==> src/verilog/xv_bus_pkg.sv <==
package xv_bus_pkg;

    // host side signal levels
    localparam logic CS_ENABLED = 1'b0;    // chip select is active low
    localparam logic RNW_READ   = 1'b1;    // rd_nwr high means a read cycle

    // host bus field widths
    localparam int REG_NUM_W = 4;          // register number, sixteen registers
    localparam int BYTE_W    = 8;          // one data byte per access

    // depth of the data field synchronizers
    // chip select uses its own longer history for edge detection
    localparam int SYNC_STAGES = 2;

endpackage

==> src/verilog/xv_reg_pkg.sv <==
package xv_reg_pkg;

    // register set
    localparam int NUM_REGS = 16;          // one per host register number
    localparam int WORD_W   = 16;          // two host bytes per register

    // command word, msb to lsb:
    // read flag, register number, byte select, data byte
    localparam int CMD_W = 1 + xv_bus_pkg::REG_NUM_W + 1 + xv_bus_pkg::BYTE_W;

    localparam int CMD_DATA_LSB = 0;                                       // data byte
    localparam int CMD_SEL_BIT  = CMD_DATA_LSB + xv_bus_pkg::BYTE_W;       // 0 even, 1 odd
    localparam int CMD_REG_LSB  = CMD_SEL_BIT + 1;                         // register number
    localparam int CMD_READ_BIT = CMD_REG_LSB + xv_bus_pkg::REG_NUM_W;     // 1 for reads

    // command queue
    localparam int FIFO_DEPTH = 4;         // power of two, pointers wrap on their own
    localparam int FIFO_PTR_W = 2;         // log2 of FIFO_DEPTH

endpackage

==> src/verilog/bus_cmd_fifo.sv <==
`timescale 1ns/1ps

module bus_cmd_fifo (
    input  wire logic                             push_i,       // one command per strobe
    input  wire logic [xv_reg_pkg::CMD_W-1:0]     push_data_i,
    input  wire logic                             pop_i,        // consumer takes the head
    output logic      [xv_reg_pkg::CMD_W-1:0]     head_o,       // oldest entry
    output logic                                  empty_o,
    output logic                                  overflow_o,   // sticky until reset
    input  wire logic                             clk,
    input  wire logic                             reset_i
);

    // count needs one bit more than the pointers to tell full from empty
    localparam int CNT_W = xv_reg_pkg::FIFO_PTR_W + 1;
    localparam logic [CNT_W-1:0] FULL_CNT = CNT_W'(xv_reg_pkg::FIFO_DEPTH);

    logic [xv_reg_pkg::CMD_W-1:0]      mem_r [xv_reg_pkg::FIFO_DEPTH];   // entry storage
    logic [xv_reg_pkg::FIFO_PTR_W-1:0] wr_ptr_r;     // next free slot
    logic [xv_reg_pkg::FIFO_PTR_W-1:0] rd_ptr_r;     // head slot
    logic [CNT_W-1:0]                  count_r;      // entries held

    logic full;
    logic do_push;
    logic do_pop;

    assign full    = (count_r == FULL_CNT);
    assign do_push = push_i && !full;         // full drops the command
    assign do_pop  = pop_i && !empty_o;       // guard against a stray pop

    assign empty_o = (count_r == '0);
    assign head_o  = mem_r[rd_ptr_r];         // shown combinationally

    // storage, written only on an accepted push
    always_ff @(posedge clk) begin
        if (do_push) begin
            mem_r[wr_ptr_r] <= push_data_i;
        end
    end

    // pointers, occupancy and overflow flag
    always_ff @(posedge clk) begin
        if (reset_i) begin
            wr_ptr_r   <= '0;
            rd_ptr_r   <= '0;
            count_r    <= '0;
            overflow_o <= 1'b0;
        end else begin
            if (do_push) begin
                wr_ptr_r <= wr_ptr_r + 1'b1;      // wraps at FIFO_DEPTH
            end
            if (do_pop) begin
                rd_ptr_r <= rd_ptr_r + 1'b1;
            end
            // push and pop in one cycle leave the count alone
            case ({do_push, do_pop})
                2'b10:   count_r <= count_r + 1'b1;
                2'b01:   count_r <= count_r - 1'b1;
                default: count_r <= count_r;
            endcase
            if (push_i && full) begin
                overflow_o <= 1'b1;               // lost access, stays set
            end
        end
    end

endmodule

==> src/verilog/bus_interface.sv <==
`timescale 1ns/1ps

module bus_interface (
    // asynchronous host bus
    input  wire logic                                 bus_cs_n_i,      // select, active low
    input  wire logic                                 bus_rd_nwr_i,    // 1 read, 0 write
    input  wire logic [xv_bus_pkg::REG_NUM_W-1:0]     bus_reg_num_i,   // register number
    input  wire logic                                 bus_bytesel_i,   // 0 even, 1 odd byte
    input  wire logic [xv_bus_pkg::BYTE_W-1:0]        bus_data_i,      // write data byte
    // strobes and fields toward the queue
    output logic                                      write_strobe_o,  // one cycle per write
    output logic                                      read_strobe_o,   // one cycle per read
    output logic [xv_bus_pkg::REG_NUM_W-1:0]          reg_num_o,
    output logic                                      bytesel_o,
    output logic [xv_bus_pkg::BYTE_W-1:0]             bytedata_o,
    input  wire logic                                 clk,
    input  wire logic                                 reset_i
);

    // selected history, newest sample enters at bit 3 and moves right
    logic [3:0] cs_hist_r;

    // data field synchronizers, element 0 is the settled one
    logic [xv_bus_pkg::SYNC_STAGES-1:0] read_r;
    logic [xv_bus_pkg::SYNC_STAGES-1:0] bytesel_r;
    logic [xv_bus_pkg::REG_NUM_W-1:0]   reg_num_r [xv_bus_pkg::SYNC_STAGES];
    logic [xv_bus_pkg::BYTE_W-1:0]      data_r    [xv_bus_pkg::SYNC_STAGES];

    logic cs_rise;      // selected for two samples after being idle

    // two selected samples behind an idle one, so a single sample glitch never fires
    assign cs_rise = (cs_hist_r[2:0] == 3'b110);

    // field synchronizers, free running
    always_ff @(posedge clk) begin
        read_r    <= {(bus_rd_nwr_i == xv_bus_pkg::RNW_READ),
                      read_r[xv_bus_pkg::SYNC_STAGES-1:1]};
        bytesel_r <= {bus_bytesel_i, bytesel_r[xv_bus_pkg::SYNC_STAGES-1:1]};
        for (int i = 0; i < xv_bus_pkg::SYNC_STAGES - 1; i++) begin
            reg_num_r[i] <= reg_num_r[i+1];     // shift toward element 0
            data_r[i]    <= data_r[i+1];
        end
        reg_num_r[xv_bus_pkg::SYNC_STAGES-1] <= bus_reg_num_i;   // raw pin sample
        data_r[xv_bus_pkg::SYNC_STAGES-1]    <= bus_data_i;
    end

    // fields follow the settled samples, so they line up with the strobe
    always_ff @(posedge clk) begin
        reg_num_o  <= reg_num_r[0];
        bytesel_o  <= bytesel_r[0];
        bytedata_o <= data_r[0];
    end

    // chip select history and strobe generation
    always_ff @(posedge clk) begin
        if (reset_i) begin
            cs_hist_r      <= 4'b0000;
            write_strobe_o <= 1'b0;
            read_strobe_o  <= 1'b0;
        end else begin
            // fold the active low select into an active high history bit
            cs_hist_r      <= {(bus_cs_n_i == xv_bus_pkg::CS_ENABLED), cs_hist_r[3:1]};
            write_strobe_o <= 1'b0;                 // default idle
            read_strobe_o  <= 1'b0;
            if (cs_rise) begin
                if (read_r[0]) begin
                    read_strobe_o  <= 1'b1;         // host read
                end else begin
                    write_strobe_o <= 1'b1;         // host write
                end
            end
        end
    end

endmodule

==> src/verilog/reg_block.sv <==
`timescale 1ns/1ps

module reg_block (
    input  wire logic [xv_reg_pkg::CMD_W-1:0]         head_i,       // oldest queued command
    input  wire logic                                 empty_i,
    input  wire logic                                 reg_busy_i,   // holds off the write port
    output logic                                      pop_o,        // consume head this cycle
    output logic                                      reg_wr_o,     // word write pulse
    output logic      [xv_bus_pkg::REG_NUM_W-1:0]     reg_addr_o,
    output logic      [xv_reg_pkg::WORD_W-1:0]        reg_wdata_o,
    output logic      [xv_bus_pkg::BYTE_W-1:0]        rd_data_o,    // selected byte of last read
    input  wire logic                                 clk,
    input  wire logic                                 reset_i
);

    // head command fields
    logic                             head_read;     // host read
    logic [xv_bus_pkg::REG_NUM_W-1:0] head_reg;
    logic                             head_odd;      // low byte, commits the word
    logic [xv_bus_pkg::BYTE_W-1:0]    head_data;

    logic [xv_bus_pkg::BYTE_W-1:0]    hi_latch_r;    // high byte of the last even write
    logic [xv_reg_pkg::WORD_W-1:0]    regs_r [xv_reg_pkg::NUM_REGS];
    logic [xv_reg_pkg::WORD_W-1:0]    stored;        // register addressed by the head

    assign head_read = head_i[xv_reg_pkg::CMD_READ_BIT];
    assign head_reg  = head_i[xv_reg_pkg::CMD_REG_LSB +: xv_bus_pkg::REG_NUM_W];
    assign head_odd  = head_i[xv_reg_pkg::CMD_SEL_BIT];
    assign head_data = head_i[xv_reg_pkg::CMD_DATA_LSB +: xv_bus_pkg::BYTE_W];

    assign stored = regs_r[head_reg];

    // only a word write waits for the port
    assign reg_wr_o = !empty_i && !head_read && head_odd && !reg_busy_i;
    assign pop_o    = reg_wr_o || (!empty_i && (head_read || !head_odd));

    // write port, valid while reg_wr_o is high
    assign reg_addr_o  = head_reg;
    assign reg_wdata_o = {hi_latch_r, head_data};   // latched high byte on top

    // latch, register array and read data
    always_ff @(posedge clk) begin
        if (reset_i) begin
            hi_latch_r <= '0;
            rd_data_o  <= '0;
            for (int i = 0; i < xv_reg_pkg::NUM_REGS; i++) begin
                regs_r[i] <= '0;
            end
        end else if (pop_o) begin
            if (head_read) begin
                // bytesel 0 picks the high byte
                rd_data_o <= head_odd ? stored[xv_bus_pkg::BYTE_W-1:0]
                                      : stored[xv_reg_pkg::WORD_W-1 -: xv_bus_pkg::BYTE_W];
            end else if (!head_odd) begin
                hi_latch_r <= head_data;            // even byte only latches
            end else begin
                regs_r[head_reg] <= reg_wdata_o;    // whole word, same cycle as the pulse
            end
        end
    end

endmodule

==> src/verilog/xv_host_bus.sv <==
`timescale 1ns/1ps

module xv_host_bus (
    // host bus, asynchronous to clk
    input  wire logic                                 bus_cs_n_i,
    input  wire logic                                 bus_rd_nwr_i,
    input  wire logic [xv_bus_pkg::REG_NUM_W-1:0]     bus_reg_num_i,
    input  wire logic                                 bus_bytesel_i,
    input  wire logic [xv_bus_pkg::BYTE_W-1:0]        bus_data_i,
    // outgoing register write port
    input  wire logic                                 reg_busy_i,     // holds off reg_wr_o
    output logic                                      reg_wr_o,
    output logic      [xv_bus_pkg::REG_NUM_W-1:0]     reg_addr_o,
    output logic      [xv_reg_pkg::WORD_W-1:0]        reg_wdata_o,
    output logic      [xv_bus_pkg::BYTE_W-1:0]        rd_data_o,      // byte of the last read
    output logic                                      overflow_o,     // sticky, access lost
    input  wire logic                                 clk,
    input  wire logic                                 reset_i
);

    // strobe aligned fields from the bus front end
    logic                             write_strobe;
    logic                             read_strobe;
    logic [xv_bus_pkg::REG_NUM_W-1:0] reg_num;
    logic                             bytesel;
    logic [xv_bus_pkg::BYTE_W-1:0]    bytedata;

    // command queue wiring
    logic                             push;
    logic [xv_reg_pkg::CMD_W-1:0]     cmd;
    logic [xv_reg_pkg::CMD_W-1:0]     head;
    logic                             empty;
    logic                             pop;

    assign push = write_strobe | read_strobe;                   // strobes never overlap
    assign cmd  = {read_strobe, reg_num, bytesel, bytedata};   // read flag on top, data at lsb

    bus_interface u_bus_interface (
        .bus_cs_n_i     (bus_cs_n_i),
        .bus_rd_nwr_i   (bus_rd_nwr_i),
        .bus_reg_num_i  (bus_reg_num_i),
        .bus_bytesel_i  (bus_bytesel_i),
        .bus_data_i     (bus_data_i),
        .write_strobe_o (write_strobe),
        .read_strobe_o  (read_strobe),
        .reg_num_o      (reg_num),
        .bytesel_o      (bytesel),
        .bytedata_o     (bytedata),
        .clk            (clk),
        .reset_i        (reset_i)
    );

    bus_cmd_fifo u_cmd_fifo (
        .push_i      (push),
        .push_data_i (cmd),
        .pop_i       (pop),
        .head_o      (head),
        .empty_o     (empty),
        .overflow_o  (overflow_o),
        .clk         (clk),
        .reset_i     (reset_i)
    );

    reg_block u_reg_block (
        .head_i      (head),
        .empty_i     (empty),
        .reg_busy_i  (reg_busy_i),
        .pop_o       (pop),
        .reg_wr_o    (reg_wr_o),
        .reg_addr_o  (reg_addr_o),
        .reg_wdata_o (reg_wdata_o),
        .rd_data_o   (rd_data_o),
        .clk         (clk),
        .reset_i     (reset_i)
    );

endmodule

==> config.mk <==
export PLATFORM = sky130hd
export DESIGN_NAME = xv_host_bus
export DESIGN_NICKNAME = d
export VERILOG_FILES = /design/src/verilog/xv_bus_pkg.sv /design/src/verilog/xv_reg_pkg.sv /design/src/verilog/bus_cmd_fifo.sv /design/src/verilog/bus_interface.sv /design/src/verilog/reg_block.sv /design/src/verilog/xv_host_bus.sv
export SDC_FILE = /design/constraint.sdc
export NUM_CORES = 1
export LEC_CHECK = 0
export BUFFER_PORTS_ARGS = -buffer_cell sky130_fd_sc_hd__buf_2
export CORE_ASPECT_RATIO = 0.8
export CORE_MARGIN = 2
export CORE_UTILIZATION = 60
export CTS_BUF_LIST = sky130_fd_sc_hd__clkbuf_4
export DETAILED_ROUTE_END_ITERATION = 7
export PLACE_DENSITY = 0.78
export SLEW_MARGIN = 5
export SYNTH_ARGS = -nofsm -noshare
export SYNTH_HDL_FRONTEND = slang
export SYNTH_SLANG_ARGS = --single-unit
==> constraint.sdc <==
create_clock -name clk -period 9 [get_ports clk]
set_input_delay 0.45 -clock clk [delete_from_list [all_inputs] [get_ports clk]]
set_output_delay 0.45 -clock clk [all_outputs]
set_load 0.005 [all_outputs]
==> metrics.yaml <==
timing:
  skew_ns: 0.0346
  fin_setup_tns_ns: 0
  maxSlewViolCount: 0
  setup_viol: 0
  rsz0062_at_grt: "false"
  fin_crit_ns: 4.93
  fin_crit_sh_pct: 54.8
  fmaxAchievable_ghz: 0.203
  worstMarginPinSlew_ns: 1.14
  finalHoldViolCount: 0
  relSlewSlack_pct: 23.2
floorplanning:
  start_util_pct: 60.6
  fp.coreArea_um2: 26100
  dieHeight_um: 149
  die_x_um: 186
  die-area_um2: 27700
  ios: 48
  num_rows: 53
min_path:
  hold_path.class: "reg -> reg"
  hp-start: "u_bus_interface.reg_num_r[0][0]"
  min_path_cells: 0
  min_to: "u_bus_interface.reg_num_o[0]"
synthesis:
  synth_warnings: 0
  seq_area_frac_synth_pct: 68.4
  syn-instance-count: 1182
  synthSimpleGateAreaFrac_pct: 14.7
  ys.flop_type: "edfxtp_1"
  syn_nets: 1206
  synth_top_area_share_pct: 59.2
  synth_top_family_by_area: "simple AND/OR/NAND/NOR gates"
  synth_xor_xnor_area_share_pct: 0.277
  synth_area_um2: 15800
  synth_fa_ha_area_share_pct: 0.521
  synth_mux_area_share_pct: 8.03
  avgSynthCellArea_um2: 13.4
  synth-seq-cells: 385
  synth_area_leader_cell: "edfxtp_1"
  synth-compound-area-share_pct: 5.47
  synth_cell_types: 51
  synth_edf_count: 312
  async_flop_share_pct: 0
  synth.top_cells.by_area: "edfxtp_1 59%, dfxtp_1 9.2%, mux2i_1 4.7%, nor2_1 3.9%, and3_1 3.0%"
critical_path:
  r2r_cells: 7
  regToRegSetupSlack_ns: 4.07
  cp.arrival_ns: 5.24
  r2r-end: "u_reg_block.regs_r[15][12]"
  startpoint_type: "register"
  worstSetupPathType: "reg -> reg"
  crit_fanout: 50
  cp-end-kind: "register"
  required_ns: 9.31
final_layout:
  drive_gt1_share_pct: 18.6
  fillCellCount: 1875
  nets: 1306
  layout_commonest_cell: "edfxtp_1"
  layout_common_cells: "312 x edfxtp_1, 164 x nor2_1, 135 x clkbuf_4"
  area_growth_pct: 11.6
flow_run:
  max_cap_viol_count: 0
route:
  post_drt_wl_per_cell_um: 23.5
  drt_wl_total_um: 40300
  drc: 0
  vias_per_cell: 6.04
  ant_nets: 0
  drtIter0Drc: 1353
  num_vias: 10400
  dr.pass1.iters: 6
global_route:
  antenna_found_initial: 2
  overflow: 0
  grt_pass1_wl_um: 59800
  grt_max_degree: 68
  grt_pass1_vias: 9912
  grtUsageTotal_pct: 30.0
clock_tree:
  clock_latency_ns: 0.71
  cts_sinks: 385
  htreeDepth: 3
  numCtsBuffers: 92
  clockBufferDepth: 3
  clockRootBuffer: "clkbuf_4"
  cts_tree: "done"
  cts_setup_buffers: 0
  clk_transition_reported_paths_ns: 0.07
placement:
  hpwl_um: 25300
  port_buffers: 47
  gp_congestion: 0.925
pwr:
  fin_total_pwr_mw: 4.00
  cellPowerDensity_nw_per_um2: 226
  vdd_drop_max_mv: 0.139
  leakage_nw: 6.89
run_status:
  run_status: "finished clean"
-- cells in the mapped netlist (20+ instances only) --
library cell / number
a21oi_1: 23
clkbuf_1: 52
nor2_1: 165
nor2b_1: 33
edfxtp_1: 312
dfxtp_1: 73
mux2i_1: 75
and3_1: 75
a211oi_1: 36
nand2_1: 70
a31oi_1: 20
and2_1: 66
-- power by group --
group | total, mW | switching, mW | internal (mW)
registers | 2.02 | 0.0429 | 1.98
clock network | 1.40 | 0.683 | 0.720
logic | 0.575 | 0.398 | 0.177
-- worst max-delay path by stage --
stage	start	cells after the start	slack (ns)	endpoint
after floorplan	register	8	6.16	u_reg_block.regs_r[0][0]
final	register	7	4.07	u_reg_block.regs_r[15][12]
after global placement	register	7	4.28	u_reg_block.regs_r[14][11]
after global routing	register	7	3.74	u_reg_block.regs_r[15][1]
after detailed placement	register	7	4.20	u_reg_block.regs_r[15][13]
after CTS	register	7	4.20	u_reg_block.regs_r[15][12]
-- what timing repair did --
action	in CTS	in global routing
hold buffers	15	0
resized for setup	0	0
endpoints found under the hold margin	15	0
-- registers in the layout, summed over array words and instances (netlist names), 3 cells and up, named ones only --
| signal | count |
|---|---|
| u_bus_interface.data_r | 16 |
| u_cmd_fifo.count_r | 3 |
| u_bus_interface.bytedata_o | 8 |
| u_reg_block.hi_latch_r | 8 |
| u_reg_block.regs_r | 256 |
| u_bus_interface.reg_num_o | 4 |
| u_cmd_fifo.mem_r | 56 |
| u_reg_block.rd_data_o | 8 |
| u_bus_interface.reg_num_r | 8 |
| u_bus_interface.cs_hist_r | 4 |
-- through the flow --
step           instance area [um2]  util (%)  std cells  worst slack (ns)  hold slack (ns)
4_1_cts                      17700      67.6       1713              4.20            0.314
3_3_place_gp                 16300      62.6       1530              4.28            0.312
3_5_place_dp                 16300      62.6       1530              4.20            0.312
2_1_floorplan                15800         -       1182              6.16            0.310
6_report                     17700      67.6       1714              4.07            0.307
5_1_grt                      17700      67.6       1714              3.74            0.318
-- layout make-up --
| class | instances | area, um2 | area share [%] |
|---|---|---|---|
| Antenna cell | 1 | 2.50 | 0.0142 |
| Timing Repair Buffer | 84 | 551 | 3.11 |
| Tap cell | 357 | 447 | 2.53 |
| Clock inverter | 33 | 164 | 0.927 |
| Inverter | 18 | 71.3 | 0.404 |
| Clock buffer | 135 | 1010 | 5.73 |
| Multi-Input combinational cell | 701 | 4600 | 26.0 |
| Sequential cell | 385 | 10800 | 61.3 |
-- metal layers --
metal | share of wire [%] | wire, um | global-route usage (%)
met5 | 0.037 | 15 | 0
met4 | 2.5 | 1020 | 9.92
met3 | 13 | 5340 | 9.55
met2 | 42 | 17100 | 41.8
met1 | 42 | 16800 | 44.9
-- critical path: stages, from the launching register on --
cell	delay, ns
dfxtp_1	0.89
mux4_2	0.34
buf_4	0.53
clkinv_1	0.40
nor4_1	0.43
and2_1	0.80
nand2_1	0.41
nand2b_1	0.71
-- cells by family after synthesis --
group / after synthesis
DFF: 385
buffers and inverters: 96
and+or+nand+nor: 460
xor gates and xnor gates: 5
adders and majority gates: 6
muxes: 103
AOI/OAI and AO/OA: 127
Note: power is estimated with default switching activity, not from simulation.
